[config.mk]
export PLATFORM = sky130hd
export DESIGN_NAME = wide_controller
export DESIGN_NICKNAME = d
export VERILOG_FILES = /design/src/logic/ctl_pkg.sv /design/src/logic/fetch_unit.sv /design/src/logic/instr_queue.sv /design/src/logic/select_decoder.sv /design/src/logic/wide_controller.sv
export SDC_FILE = /design/constraint.sdc
export NUM_CORES = 1
export LEC_CHECK = 0
export ABC_AREA = 1
export BUFFER_PORTS_ARGS = -buffer_cell sky130_fd_sc_hd__buf_2
export CORE_AREA = 2 2 214 163
export DETAILED_ROUTE_END_ITERATION = 16
export DIE_AREA = 0 0 216 165
export RECOVER_POWER = 100
export SYNTH_ARGS = -nofsm -noshare
export SYNTH_HDL_FRONTEND = slang
export SYNTH_HIERARCHICAL = 1
export SYNTH_SLANG_ARGS = --single-unit
export TNS_END_PERCENT = 20
[constraint.sdc]
create_clock -name clk -period 6.5 [get_ports clk]
set_input_delay 1.95 -clock clk [delete_from_list [all_inputs] [get_ports clk]]
set_output_delay 1.95 -clock clk [all_outputs]
set_load 0.005 [all_outputs]
[src/logic/ctl_pkg.sv]
// wide controller types
package ctl_pkg;

    localparam int PC_WIDTH    = 16;
    localparam int INSTR_BYTES = 6;

    // horizontal instruction from byte 5 down to byte 0
    typedef struct packed {
        logic [4:0] alu_op;
        logic [4:0] targ_dev;
        logic [3:0] abus_dev;
        logic [3:0] bbus_dev;
        logic [4:0] reserved;
        logic       amode;
        logic [7:0] addr_hi;
        logic [7:0] addr_lo;
        logic [7:0] immed8;
    } instr_t;

    // decoded control word with active low selects
    typedef struct packed {
        logic [4:0]  alu_op;
        logic [7:0]  immed8;
        logic [15:0] direct_address;
        logic        addrmode_register_n;
        logic        addrmode_direct_n;
        logic [15:0] adev_sel_n;
        logic [15:0] bdev_sel_n;
        logic [31:0] tdev_sel_n;
    } ctl_word_t;

    // wishbone classic read bundles
    typedef struct packed {
        logic                cyc;
        logic                stb;
        logic [PC_WIDTH-1:0] adr;
    } wb_req_t;

    typedef struct packed {
        logic       ack;
        logic [7:0] dat;
    } wb_rsp_t;

endpackage

[src/logic/fetch_unit.sv]
// instruction fetch unit
`timescale 1ns/100ps

module fetch_unit (
    input  logic               clk,
    input  logic               arst_n,
    output ctl_pkg::wb_req_t   wb_req,
    input  ctl_pkg::wb_rsp_t   wb_rsp,
    output logic               push,
    output ctl_pkg::instr_t    push_instr,
    input  logic               full
);

    localparam int ASM_WIDTH = 8 * ctl_pkg::INSTR_BYTES;

    typedef enum logic {
        st_idle,
        st_req
    } state_t;

    state_t                       state;
    logic [ctl_pkg::PC_WIDTH-1:0] pc;
    logic [2:0]                   byte_idx;
    logic [ASM_WIDTH-1:0]         asm_q;
    logic [ASM_WIDTH-1:0]         asm_d;
    logic                         ack_beat;
    logic                         last_byte;

    assign ack_beat  = (state == st_req) && wb_rsp.ack;
    assign last_byte = (byte_idx == 3'(ctl_pkg::INSTR_BYTES - 1));

    // address stays put for the whole bus cycle
    always_comb begin
        wb_req.cyc = (state == st_req);
        wb_req.stb = (state == st_req);
        wb_req.adr = pc;
    end

    // drop the incoming byte into its lane
    always_comb begin
        asm_d = asm_q;
        for (int k = 0; k < ctl_pkg::INSTR_BYTES; k++) begin
            if (byte_idx == 3'(k)) begin
                asm_d[8*k +: 8] = wb_rsp.dat;
            end
        end
    end

    // sixth byte completes the word at the same edge
    assign push       = ack_beat && last_byte;
    assign push_instr = ctl_pkg::instr_t'(asm_d);

    always_ff @(posedge clk or negedge arst_n) begin
        if (!arst_n) begin
            state    <= st_idle;
            pc       <= '0;
            byte_idx <= '0;
        end else begin
            case (state)
                st_idle: begin
                    // only hold off at an instruction boundary
                    if (byte_idx != 3'd0 || !full) begin
                        state <= st_req;
                    end
                end
                st_req: begin
                    if (wb_rsp.ack) begin
                        state <= st_idle;
                        pc    <= pc + 1'b1;
                        if (last_byte) begin
                            byte_idx <= '0;
                        end else begin
                            byte_idx <= byte_idx + 1'b1;
                        end
                    end
                end
                default: state <= st_idle;
            endcase
        end
    end

    always_ff @(posedge clk) begin
        if (ack_beat) begin
            asm_q <= asm_d;
        end
    end

endmodule

[src/logic/instr_queue.sv]
// instruction queue
`timescale 1ns/100ps

module instr_queue #(
    parameter int QUEUE_DEPTH = 4
) (
    input  logic            clk,
    input  logic            arst_n,
    input  logic            push,
    input  ctl_pkg::instr_t push_instr,
    output logic            full,
    input  logic            pop,
    output ctl_pkg::instr_t pop_instr,
    output logic            empty
);

    localparam int AW = $clog2(QUEUE_DEPTH);

    ctl_pkg::instr_t mem [QUEUE_DEPTH];

    // extra msb is the wrap bit
    logic [AW:0] wr_ptr;
    logic [AW:0] rd_ptr;
    logic        do_push;
    logic        do_pop;

    assign empty = (wr_ptr == rd_ptr);
    assign full  = (wr_ptr[AW] != rd_ptr[AW]) && (wr_ptr[AW-1:0] == rd_ptr[AW-1:0]);

    assign do_push = push && !full;
    assign do_pop  = pop && !empty;

    // head entry is read combinationally
    assign pop_instr = mem[rd_ptr[AW-1:0]];

    always_ff @(posedge clk or negedge arst_n) begin
        if (!arst_n) begin
            wr_ptr <= '0;
            rd_ptr <= '0;
        end else begin
            if (do_push) begin
                wr_ptr <= wr_ptr + 1'b1;
            end
            if (do_pop) begin
                rd_ptr <= rd_ptr + 1'b1;
            end
        end
    end

    always_ff @(posedge clk) begin
        if (do_push) begin
            mem[wr_ptr[AW-1:0]] <= push_instr;
        end
    end

endmodule

[src/logic/select_decoder.sv]
// device select decoder
`timescale 1ns/100ps

module select_decoder (
    input  logic               clk,
    input  logic               arst_n,
    output logic               pop,
    input  ctl_pkg::instr_t    pop_instr,
    input  logic               empty,
    output ctl_pkg::ctl_word_t ctl,
    output logic               ctl_valid,
    input  logic               ctl_ready
);

    // idle word with nothing selected
    localparam ctl_pkg::ctl_word_t CTL_IDLE = '{
        alu_op:              5'd0,
        immed8:              8'd0,
        direct_address:      16'd0,
        addrmode_register_n: 1'b1,
        addrmode_direct_n:   1'b1,
        adev_sel_n:          '1,
        bdev_sel_n:          '1,
        tdev_sel_n:          '1
    };

    ctl_pkg::ctl_word_t ctl_d;
    logic [3:0]         targ_blk_n;
    logic               load;

    // 3 to 8 line demux with active low enable and outputs
    function automatic logic [7:0] demux8_n(input logic en_n, input logic [2:0] sel);
        logic [7:0] y;
        y = '1;
        if (!en_n) begin
            y[sel] = 1'b0;
        end
        return y;
    endfunction

    // 2 to 4 block select
    function automatic logic [3:0] demux4_n(input logic [1:0] sel);
        logic [3:0] y;
        y      = '1;
        y[sel] = 1'b0;
        return y;
    endfunction

    assign targ_blk_n = demux4_n(pop_instr.targ_dev[4:3]);

    always_comb begin
        ctl_d.alu_op              = pop_instr.alu_op;
        ctl_d.immed8              = pop_instr.immed8;
        ctl_d.direct_address      = {pop_instr.addr_hi, pop_instr.addr_lo};
        // low = register mode
        ctl_d.addrmode_register_n = pop_instr.amode;
        ctl_d.addrmode_direct_n   = ~pop_instr.amode;
        ctl_d.adev_sel_n = {demux8_n(~pop_instr.abus_dev[3], pop_instr.abus_dev[2:0]),
                            demux8_n(pop_instr.abus_dev[3], pop_instr.abus_dev[2:0])};
        ctl_d.bdev_sel_n = {demux8_n(~pop_instr.bbus_dev[3], pop_instr.bbus_dev[2:0]),
                            demux8_n(pop_instr.bbus_dev[3], pop_instr.bbus_dev[2:0])};
        ctl_d.tdev_sel_n = {demux8_n(targ_blk_n[3], pop_instr.targ_dev[2:0]),
                            demux8_n(targ_blk_n[2], pop_instr.targ_dev[2:0]),
                            demux8_n(targ_blk_n[1], pop_instr.targ_dev[2:0]),
                            demux8_n(targ_blk_n[0], pop_instr.targ_dev[2:0])};
    end

    // output slot is free or draining this edge
    assign load = !empty && (!ctl_valid || ctl_ready);
    assign pop  = load;

    always_ff @(posedge clk or negedge arst_n) begin
        if (!arst_n) begin
            ctl       <= CTL_IDLE;
            ctl_valid <= 1'b0;
        end else if (load) begin
            ctl       <= ctl_d;
            ctl_valid <= 1'b1;
        end else if (ctl_ready) begin
            ctl_valid <= 1'b0;
        end
    end

endmodule

[src/logic/wide_controller.sv]
// wide controller top level
`timescale 1ns/100ps

module wide_controller #(
    parameter int QUEUE_DEPTH = 4
) (
    input  logic               clk,
    input  logic               arst_n,
    output ctl_pkg::wb_req_t   wb_req,
    input  ctl_pkg::wb_rsp_t   wb_rsp,
    output ctl_pkg::ctl_word_t ctl,
    output logic               ctl_valid,
    input  logic               ctl_ready
);

    logic            push;
    ctl_pkg::instr_t push_instr;
    logic            full;
    logic            pop;
    ctl_pkg::instr_t pop_instr;
    logic            empty;

    fetch_unit i_fetch (
        .clk        (clk),
        .arst_n     (arst_n),
        .wb_req     (wb_req),
        .wb_rsp     (wb_rsp),
        .push       (push),
        .push_instr (push_instr),
        .full       (full)
    );

    instr_queue #(
        .QUEUE_DEPTH (QUEUE_DEPTH)
    ) i_queue (
        .clk        (clk),
        .arst_n     (arst_n),
        .push       (push),
        .push_instr (push_instr),
        .full       (full),
        .pop        (pop),
        .pop_instr  (pop_instr),
        .empty      (empty)
    );

    select_decoder i_decode (
        .clk        (clk),
        .arst_n     (arst_n),
        .pop        (pop),
        .pop_instr  (pop_instr),
        .empty      (empty),
        .ctl        (ctl),
        .ctl_valid  (ctl_valid),
        .ctl_ready  (ctl_ready)
    );

endmodule

# --- Yosys cells after proc, flatten, opt, wreduce, memory -nomap -nowiden ---
# Memories as Yosys holds them, arrays and structs flattened.
# Cells that the tools add are included.
word_totals:
  register_bits: 170
  mem_bits_rw: 192
  input_bits: 12
  out_inout_bits: 114
  word_cells: 91
  memories: 1
mem_list:
  columns: ["name", "words", "width", "read_ports", "rd_clocked_by_memory_dff", "wr", "line_no", "rtl"]
  rows:
  - ["i_queue.mem", 4, 48, 1, 0, 1, "instr_queue.sv:19", "ctl_pkg::instr_t mem [QUEUE_DEPTH];"]
op_classes:
  n_addsub: 4
  n_lt_le_gt_ge: 8
  n_eq_ne: 8
  mux: 30
  n_bitwise: 6
  reduce_logical: 19
op_table:
  columns: ["cell", "n"]
  rows:
  - ["2-to-1 mux 8 bit", 14]
  - ["NOT 8 bit", 3]
  - ["adder 16 x 1 -> 16 bit, second input constant", 1]
  - ["less-than comparator 3 x 4 -> 1 bit, second input constant", 3]
  - ["logical AND 1 bit", 10]
  - ["2-to-1 mux 1 bit", 10]
  - ["adder 3 x 1 -> 3 bit, second input constant", 3]
  - ["demux 1 bit (select 3 bit)", 3]
  - [">= comparator 3 x 1 -> 1 bit, second input constant", 3]
  - ["== test 3 x 2 -> 1 bit, second input constant", 2]
  - ["== test 3 bit, second input constant", 2]
  - ["NOT 4 bit", 1]
  - ["== test 3 x 1 -> 1 bit, second input constant", 1]
  - ["== test 3 bit", 1]
  - ["logical NOT 1 bit", 3]
  - ["logical NOT 3 bit", 1]
  - ["less-than comparator 2 x 3 -> 1 bit, second input constant", 1]
  - ["2-to-1 mux 3 bit", 1]
  - ["nonzero test 3 bit", 1]
  - ["demux 1 bit (select 2 bit)", 1]
  - ["== test 2 bit", 1]
  - [">= comparator 2 x 1 -> 1 bit, second input constant", 1]
  - ["logical OR 1 bit", 2]
  - ["NOT 1 bit", 2]
  - ["4 further kinds", 4]

# --- Depth between registers and ports, before layout ---
# Gate-level depths: netlist of run 1.
# An unclocked memory read counts as a cell.
depth:
  depth_word: 7
  mapped_depth: 11
  mapped_depth_nobuf: 9

# --- Hierarchy ---
# Netlist of run 1, hierarchy kept.
by_module_without_submodules:
  columns: ["module", "instances", "cells_per_inst", "area_each_um2", "seq_area_each_um2"]
  rows:
  - ["instr_queue", 1, 525, 7577.3, 5915.7]
  - ["select_decoder", 1, 489, 4151.5, 2484.9]
  - ["fetch_unit", 1, 285, 3191.8, 1941.9]

# --- Least setup slack after synthesis of run 1 ---
# No wires, ideal clock.
synth_timing:
  kind: "input to register"
  start: "input wb_rsp[8] in the netlist's numbering"
  end: "memory i_queue/mem[0][0] in the netlist's numbering (enable)"
  setup_ns: 0.454
  arrival_time_ns: 4.516
  required_ns: 6.046
  slack_ns: 1.530
  path_stages: 5
  path_buffers: 1
  cell_sequence: "nand2_1 > buf_6 > nor2_1 > nand2_2 > nor2_1"
synth_between:
  elab_chain_len: 5
synth_lines:
  columns: ["element", "line_no", "rtl"]
  rows:
  - ["start: declaration", "wide_controller.sv:10", "input ctl_pkg::wb_rsp_t wb_rsp,"]
  - ["logical AND 1 bit", "fetch_unit.sv:29", "assign ack_beat = (state == st_req) && wb_rsp.ack;"]
  - ["logical AND 1 bit", "fetch_unit.sv:50", "assign push = ack_beat && last_byte;"]
  - ["named net push", "wide_controller.sv:16", "logic push;"]
  - ["logical AND 1 bit", "instr_queue.sv:30", "assign do_push = push && !full;"]
  - ["2-to-1 mux 1 bit", "instr_queue.sv:51", "if (do_push) begin"]
  - ["2-to-1 mux 1 bit (not written as such)", "instr_queue.sv:52", "mem[wr_ptr[AW-1:0]] <= push_instr;"]
  - ["end: declaration", "instr_queue.sv:19", null]
# The timed path passes the listed nets, and every way through them passes these cells.

# --- Worst setup path in the final report of run 1 ---
layout_timing:
  start: "register i_queue.rd_ptr[0]"
  end: "register i_queue.rd_ptr[2]"
layout_between:
  elab_chain_len: 4
  word_cells_on_any_way: 5
  classes_between: "add/sub (1); eq/ne (1); reduce/logical (3)"
layout_lines:
  columns: ["element", "line_no", "rtl"]
  rows:
  - ["start: declaration", "instr_queue.sv:23", "logic [AW:0] rd_ptr;"]
  - ["start signal: assignment", "instr_queue.sv:45", "rd_ptr <= rd_ptr + 1'b1;"]
  - ["== test 3 bit", "instr_queue.sv:27", "assign empty = (wr_ptr == rd_ptr);"]
  - ["named net empty", "wide_controller.sv:21", "logic empty;"]
  - ["logical NOT 1 bit", "select_decoder.sv:69", "assign load = !empty && (!ctl_valid || ctl_ready);"]
  - ["logical AND 1 bit", "select_decoder.sv:69", null]
  - ["named net pop", "wide_controller.sv:19", "logic pop;"]
  - ["logical AND 1 bit", "instr_queue.sv:31", "assign do_pop = pop && !empty;"]
# The timed path passes the listed nets, and every way through them passes these cells.
# A chain may end at the register's enable or synchronous reset.

==> impl_results.md, run 1 <==
* Fin crit period at 4.67 ns
* Clock skew at between 0.02 and 0.025 ns
* Die Span X at 216 um
* GR peak layer: met2
* CP arrival at 5.06 ns
* Syn Inst Count at around 1200
* Die Ht at between 150 and 200 um
* Largest vdd supply drop at 229 uV
* Failing checks: max-capacitance violations, max-slew violations
* Vias/cell at between 5 and 6
* Largest net degree at the start of global routing at 99
* Syn nets at 1258
* Largest stage delay on the critical path at 1.35 ns
* Final Max Tran Viols at 99
* Clock Latency Late Sink at 0.53 ns
* Layout cells sized above 1 at 0.142
* Ys Warns at 6
* Hold-fix buffers at CTS at 0
* Drt drc at 0
* Final core utilization at 0.473
* Reg clk slew, reported paths at roughly 0.060 ns
* Vias in the first global route at approximately 9000
* CTS tree: yes
* Met3 usage at 0.0285
* Final setup viols at 0
* Initial antenna violation count at 1
* Grt ovf at 0
* Area of the core at between 30000 and 40000 um2
* Row Count at 58
* Cell area power density at 511 nW/um2
* Crit end category: flip-flop
* GRT Util Overall at 0.177
* Initial DRC count at 763
* Fin crit share at 0.718
* Post-route ant nets at 0
* Netlist Area Pre-Place at 14000 um2
* Hold slack at 0.464 ns
* Critical Path Slowest Stage Cell: clkbuf_2
* First-pass GRT wire length at 49700 um
* Post-CTS Setup Inserts at 0
* Num CTS Buffers at 36
* DR vias at a little over 9000
* CTS Buffer Depth at 3
* Grt met2 use at 0.280
* Routability cong. at roughly 0.77
* DRT Wirelength at about 31000 um
* Grt met1 use at 0.255
* Die footprint at 35600 um2
* Slew Limit Headroom at -0.244
* 1st-pass router iterations at 5
* CP max FO at 98
* Unrepaired setup endpoints after global routing: no
* Leakage power at between 6 and 7 nW
* Startpoint Class: flip-flop
* Final hold viol count at 0
* Port bufs at 125
* Post-CTS sizing at 0
* Final HPWL DP at 18400 um
* Max-cap check violation count at 1
* CP cell instances: buf_4, xnor2_1, nand3_1, inv_1, a21oi_4, clkbuf_2, nand2_1, nand2_1, nand2_1
* Fmax at 214 MHz
* Syn-to-layout area delta at 12.7%
* Worst Setup Path Type: flip-flop to flip-flop
* WL/cell at 16.9 um
* Setup TNS Final at 0 ns
* I/O pin total at 126
* Final nets at roughly 1400
* N_diodes at 0
* Clock Tree Root: clkbuf_16
* Sink Count at 337
* Critical Path RT at around 6.9 ns
* Initial Util at 0.420
* Cell mode on critical path: nand2_1
* Min-delay worst type: flip-flop to flip-flop
* CTS H-Tree Depth at 2
* Syn_area_per_cell at 11.3 um2
* Worst slew pin tran at roughly 1.9 ns
* Status: complete, but fails checks
stage by stage:
stage	total power [mW]	setup WS (ns)	cells	area, um2
after global routing	8.71	1.27	1825	15800
after global placement	6.16	2.09	1759	14800
after floorplan	5.41	1.75	1239	14000
final	8.07	1.83	1825	15800
after detailed placement	6.23	2.04	1759	14800
after CTS	8.31	2.59	1825	16000
final cells by class:
type | instances | area (um2)
clock buffers | 48 | 1010
clock inverters | 18 | 176
fillers | 3174 | 17600
inverters | 55 | 213
multi-input cells | 782 | 3610
flip-flops and latches | 337 | 9590
well taps | 450 | 563
repair buffers | 135 | 626
flip-flops by register name (all words and copies together) (netlist names):
signal	cells
i_queue/rd_ptr	3
i_fetch/byte_idx	3
i_fetch/pc	16
i_decode/ctl_valid	1
i_fetch/asm_q	43
i_queue/mem	172
i_decode/ctl	95
i_fetch/state	1
i_queue/wr_ptr	3
cells in the final DEF (no fill, tap or decap), types with 3 or more instances in the layout:
master / n
dfstp_1: 29
xnor2_1: 7
o21ai_0: 148
nand3_1: 40
clkinv_1: 6
ha_1: 7
clkbuf_16: 38
inv_2: 5
inv_1: 46
nand3_4: 5
dfstp_2: 37
edfxtp_1: 215
buf_2: 73
buf_4: 7
clkbuf_1: 62
dfrtp_1: 55
o22ai_1: 43
clkinv_2: 7
nand2_1: 373
nor2_1: 113
xor2_1: 6
a21oi_1: 3
nand4_1: 20
o21ai_1: 5
nor2_4: 3
bufinv_16: 3
per-layer routing:
metal / up-vias / part of all wire / routed length (um)
li1: 4436 / - / -
met1: 4464 / 0.47 / 14600
met2: 225 / 0.46 / 14200
met3: 34 / 0.053 / 1640
met4: 0 / 0.015 / 454
met5: - / 0 / 0
power breakdown:
part           switching (mW)  total, mW  internal, mW
logic                    1.86       2.67         0.805
registers               0.297       3.36          3.07
clock network           0.820       2.03          1.22
total                    2.98       8.07          5.09
worst paths after layout:
check / start / endpoint / slack, ns / depth (start not counted)
max reg2reg: i_queue/rd_ptr[0]$_DFFE_PN0P_ / i_queue/rd_ptr[2]$_DFFE_PN0P_ / 1.83 / 9
min: i_decode/ctl[52]$_DFFE_PN1P_ / i_decode/ctl[52]$_DFFE_PN1P_ / 0.46 / 2
max: i_queue/rd_ptr[0]$_DFFE_PN0P_ / i_queue/rd_ptr[2]$_DFFE_PN0P_ / 1.83 / 9
min in group asynchronous: arst_n / i_decode/ctl[71]$_DFFE_PN0P_ / 1.56 / 1
max in group asynchronous: arst_n / i_decode/ctl[83]$_DFFE_PN0P_ / 3.63 / 2
min reg2reg: i_decode/ctl[52]$_DFFE_PN1P_ / i_decode/ctl[52]$_DFFE_PN1P_ / 0.46 / 2
worst max-delay path, delay by kind of cell, from the launching register on:
family          cells  cell delay, ns
simple gates        4            0.72
buf+inv             3            2.15
xor+xnor            1            0.25
flops               1            1.28
compound gates      1            0.13
Note: power is estimated with default switching activity, not from simulation.
==> inputs of run 2 (changes only) <==
Clock period 6.5 ns to 3.81 ns, I/O delays scaled along.
==> run 2 against run 1 <==
  * The flow still finishes with violations (max-capacitance violations, max-slew violations)
  * Total power is 67% higher
  * Setup slack worse by 1.1 ns
  * Clock skew is 0.0070 ns lower
  * Clock-buffer cell count is 1 lower
  * Final area is 0.57% lower
  * Hold slack worse by 0.029 ns
  * Die area stayed put
  * Wire length is 1.8% higher
  * Non-clock buffer count is 8 higher
  * Maximum frequency is 50% higher
==> impl_results.md, run 2 (same netlist as run 1, synthesis figures left out) <==
* Hold-fix buffers at CTS at 0
* Fin crit period at 3.12 ns
* GRT Util Overall at 0.179
* Post-CTS sizing at 0
* Layout cells sized above 1 at 0.134
* Vias/cell at 5.04
* DR vias at slightly above 9000
* CP arrival at 3.23 ns
* Final setup viols at 0
* Largest net degree at the start of global routing at between 90 and 100
* WL/cell at 17.2 um
* Leakage power at 6.25 nW
* I/O pin total at approximately 130
* Worst slew pin tran at 1.68 ns
* Port bufs at 125
* Largest vdd supply drop at 709 uV
* Final core utilization at 0.470
* Die Span X at roughly 220 um
* N_diodes at 0
* Cell area power density at roughly 860 nW/um2
* Final Max Tran Viols at 67
* Design area at 15700 um2
* Final nets at 1373
* Worst Setup Path Type: flip-flop to flip-flop
* CTS Buffer Depth at 3
* Drt drc at 0
* Placed cell area at roughly 15000 um2
* Post-CTS Setup Inserts at 0
* Final WS setup at 0.693 ns
* Num CTS Buffers at 35
* Area of the core at 33400 um2
* Most frequent cells in the layout: 372 x nand2_1, 215 x edfxtp_1, 148 x o21ai_0
* Slew Limit Headroom at -0.121
* Grt ovf at 0
* Post-route ant nets at 0
* Overall power at 13.5 mW
* Fin crit share at 0.818
* Largest register FFs at 172
* Reg clk slew, reported paths at about 0.06 ns
* DRT Wirelength at 31500 um
* Sink Count at between 300 and 400
* Critical Path RT at 3.92 ns
* Failing checks: max-capacitance violations, max-slew violations
* Die footprint at 35600 um2
* Status: complete, but fails checks
* Clock Tree Root: clkbuf_16
* Crit end category: flip-flop
* Initial Util at 0.420
* Die Ht at 165 um
* 1st-pass router iterations at 5
* Max-cap check violation count at 1
* Most common cell after layout, fill and taps aside: nand2_1
* Fmax at 321 MHz
* First-pass GRT wire length at 50300 um
* Routability cong. at 0.762
* Initial antenna violation count at 1
* CTS tree: yes
* Startpoint Class: flip-flop
* Final hold viol count at 0
* Clock skew at 0.0140 ns
* Min-delay worst type: input pin to asynchronous set/reset pin
* Row Count at just under 60
* Clock Latency Late Sink at 0.51 ns
* DP Worst Slack at 0.897 ns
* Unrepaired setup endpoints after global routing: no
* CP max FO at 43
* Initial DRC count at 768
* Hold slack at ~0.44 ns
* Vias in the first global route at 8968
* Syn-to-layout area delta at 12.1%
* Final HPWL DP at 19200 um
* CTS H-Tree Depth at 2
-- run 2: cell count changes in the layout (fill, tap and decap cells not counted), moves of 2 or more --
cell / delta
inv_2: -3
nand3_1: +3
buf_12: +3
inv_1: +4
buf_2: -3
clkbuf_2: +5
nand3_4: -3
bufinv_16: -2
clkbuf_1: +4
-- run 2: worst paths after layout --
path / start / end / slack [ns] / depth (start not counted)
max in group asynchronous: arst_n / i_decode/ctl_valid$_DFFE_PN0P_ / 1.50 / 2
min reg2reg: i_decode/ctl[14]$_DFFE_PN1P_ / i_decode/ctl[14]$_DFFE_PN1P_ / 0.46 / 2
min in group clk: i_decode/ctl[14]$_DFFE_PN1P_ / i_decode/ctl[14]$_DFFE_PN1P_ / 0.46 / 2
min: arst_n / i_decode/ctl[72]$_DFFE_PN0P_ / 0.44 / 1
max reg2reg: i_queue/rd_ptr[0]$_DFFE_PN0P_ / i_queue/mem[1][23]$_DFFE_PP_ / 0.69 / 5
max: i_queue/rd_ptr[0]$_DFFE_PN0P_ / i_queue/mem[1][23]$_DFFE_PP_ / 0.69 / 5
-- run 2: per-stage QoR --
step | instances | setup TNS [ns]
2_1_floorplan | 1239 | -17.60
3_3_place_gp | 1767 | 0
3_5_place_dp | 1767 | 0
4_1_cts | 1828 | 0
5_1_grt | 1828 | 0
6_report | 1828 | 0
-- run 2: report_power, final --
| part | internal, mW | switching (mW) | leakage, nW | total (mW) |
|---|---|---|---|---|
| clock network | 1.86 | 1.35 | 0.525 | 3.21 |
| logic | 1.37 | 3.23 | 2.40 | 4.60 |
| registers | 5.23 | 0.467 | 3.33 | 5.70 |
| total | 8.46 | 5.05 | 6.25 | 13.5 |
-- run 2: per-layer routing --
metal / share of wire / wire length, um / up-vias / global-route usage
met4: 0.014 / 438 / 0 / 0.0439
li1: - / - / 4460 / -
met5: 0 / 0 / - / 0
met3: 0.043 / 1350 / 30 / 0.0278
met1: 0.49 / 15400 / 4530 / 0.259
met2: 0.45 / 14300 / 190 / 0.284
-- run 2: area by class of cell --
class | count | area [um2]
fillers | 3137 | 17700
multi-input cells | 782 | 3560
flip-flops and latches | 337 | 9590
clock buffers | 47 | 973
clock inverters | 14 | 87.6
repair buffers | 143 | 707
well taps | 450 | 563
inverters | 55 | 213
-- run 2: worst max-delay path, stage by stage, from the launching register on --
cell and delay [ns]:
dfrtp_1 0.86, xnor2_1 0.29, nand3_4 0.16, nand2_1 0.22, nor2_4 0.13, clkbuf_2 1.03
==> inputs of run 3 (changes only) <==
Clock period 3.81 ns to 2.9 ns, I/O delays scaled along.
==> run 3 against run 2 <==
  * The run now ends clean
  * Utilization up 0.37 points
  * Largest power group unchanged
  * Critical path depth unchanged
  * Sequential share of layout area down 0.48 points
  * Register-to-register slack worse by 0.29 ns
  * Hold slack better by 0.031 ns
  * Via count up 0.26%
  * Cell count up 0.55%
  * Clock skew down 0.0062 ns
  * Final area up 0.80%
  * Global-route usage up 0.28 points
  * Clock power up 34%
  * Non-clock buffer count up 10
==> impl_results.md, run 3 (same netlist as run 1, synthesis figures left out) <==
* CP max FO at between 40 and 50
* WL/cell at around 17 um
* Fin crit share at 0.865
* Fmax at 398 MHz
* Worst slew pin tran at 1.10 ns
* GRT Util Overall at 0.181
* Final hold viol count at 0
* Worst Hold End: i_decode/ctl[16]$_DFFE_PN1P_
* Die Ht at 165 um
* First-pass GRT wire length at 50500 um
* 1st-pass router iterations at 4
* Reg clk slew, reported paths at 0.06 ns
* FF-to-FF Start: i_fetch/state$_DFF_PN0_
* DRT Wirelength at 32100 um
* Slew Limit Headroom at 0.264
* Die Span X at 216 um
* Sink Count at 337
* Grt ovf at 0
* Hold-fix buffers at CTS at 0
* Vias/cell at 5.02
* Clock Tree Root: clkbuf_16
* Routability cong. at 0.777
* Leakage power at 6.33 nW
* Num CTS Buffers at 35
* Drt drc at 0
* Syn-to-layout area delta at 12.9%
* Critical Path RT at slightly above 3 ns
* Largest vdd supply drop at 560 uV
* Most common cell after layout, fill and taps aside: nand2_1
* Port bufs at between 100 and 150
* Placed cell area at 15100 um2
* Largest register FFs at 172
* N_diodes at 0
* I/O pin total at 126
* Final Max Tran Viols at 0
* Max-cap check violation count at 0
* Clock skew at 0.00781 ns
* Fin crit period at about 2.5 ns
* Initial Util at 0.420
* CTS Buffer Depth at 3
* Final WS setup at around 0.39 ns
* Layout cells sized above 1 at 0.146
* R2r endpoint: i_fetch/asm_q[20]$_DFFE_PP_
* Initial DRC count at approximately 740
* Unrepaired setup endpoints after global routing: no
* Cell area power density at about 1100 nW/um2
* Final setup viols at 0
* DP Worst Slack at 0.567 ns
* CP arrival at 2.64 ns
* Largest net degree at the start of global routing at 72
* Initial antenna violation count at 1
* Fill cells at 3154
* Die footprint at 35600 um2
* Min-delay worst type: flip-flop to flip-flop
* Post-CTS sizing at 0
* R2r worst-path depth at 4
* CTS tree: yes
* Reg2reg setup slack at 0.40 ns
* Clock Latency Late Sink at 0.52 ns
* Multi-input logic area at about 3600 um2
* Hold depth at 2
* Post-route ant nets at 0
* Final nets at between 1000 and 1500
* Design area at 15800 um2
* Status: finished clean
* Storage element area at 9590 um2
* Crit end category: flip-flop
* CTS H-Tree Depth at 2
* Startpoint Class: input pin
* DR vias at 9234
* Area of the core at 33400 um2
* Worst Setup Path Type: input pin to flip-flop
* Final HPWL DP at 20300 um
* Hold Crit Start: i_decode/ctl[16]$_DFFE_PN1P_
* Post-CTS Setup Inserts at 0
* Vias in the first global route at 8808
* Row Count at 58
* Most frequent cells in the layout: 371 x nand2_1, 215 x edfxtp_1, 149 x o21ai_0
run 3: changes by cell type in the layout (fill, tap and decap cells not counted), sizes merged:
| cell | previous run | this run |
|---|---|---|
| clkinv | 14 | 8 |
| buf | 80 | 98 |
| clkbuf | 110 | 105 |
| clkinvlp | 0 | 4 |
| inv | 54 | 53 |
run 3: layout make-up:
class	count	area share
clock buffers	50	0.0641
clock inverters	11	0.00490
inverters	55	0.0134
multi-input cells	782	0.225
flip-flops and latches	337	0.606
well taps	450	0.0356
repair buffers	153	0.0505
run 3: layer usage:
layer  part of all wire  wire length, um  vias up  track usage
li1                   -                -     4457            -
met5                  0                0        -            0
met2               0.44            14200      228        0.277
met1               0.49            15700     4514        0.274
met4              0.014              445        0       0.0420
met3              0.052             1670       35       0.0284
run 3: metrics by stage:
step | instances | utilization | hold WS, ns | setup TNS (ns) | total power [mW]
after CTS | 1838 | 0.484 | 0.373 | 0 | 18.6
after detailed placement | 1777 | 0.451 | 0.455 | 0 | 14.2
after global placement | 1777 | 0.451 | 0.452 | 0 | 14.1
final | 1838 | 0.474 | 0.467 | 0 | 18.0
after global routing | 1838 | 0.474 | 0.478 | 0 | 19.3
after floorplan | 1239 | - | 0.455 | -9.50 | 12.1
run 3: worst max-delay path: stages:
cell,delay [ns]
buf_2,0.10
nand2_1,0.10
clkbuf_1,0.50
clkinvlp_2,0.49
clkbuf_4,0.53
run 3: how the worst max path moves through the flow:
| stage | endpoint | startpoint |
|---|---|---|
| after floorplan | i_queue/mem[0][0]$_DFFE_PP_ | wb_rsp[8] |
| after global placement | i_queue/mem[3][8]$_DFFE_PP_ | wb_rsp[8] |
| after detailed placement | i_queue/mem[2][31]$_DFFE_PP_ | wb_rsp[8] |
| after CTS | i_decode/ctl[40]$_DFFE_PN1P_ | i_queue/rd_ptr[1]$_DFFE_PN0P_ |
| after global routing | i_decode/ctl[3]$_DFFE_PN1P_ | i_queue/rd_ptr[1]$_DFFE_PN0P_ |
| final | i_fetch/asm_q[20]$_DFFE_PP_ | wb_rsp[8] |
run 3: report_power, final:
part	internal [mW]	switching, mW	leakage [nW]
Combinational	1.90	4.32	2.48
Sequential	6.87	0.613	3.33
Clock	2.52	1.78	0.527
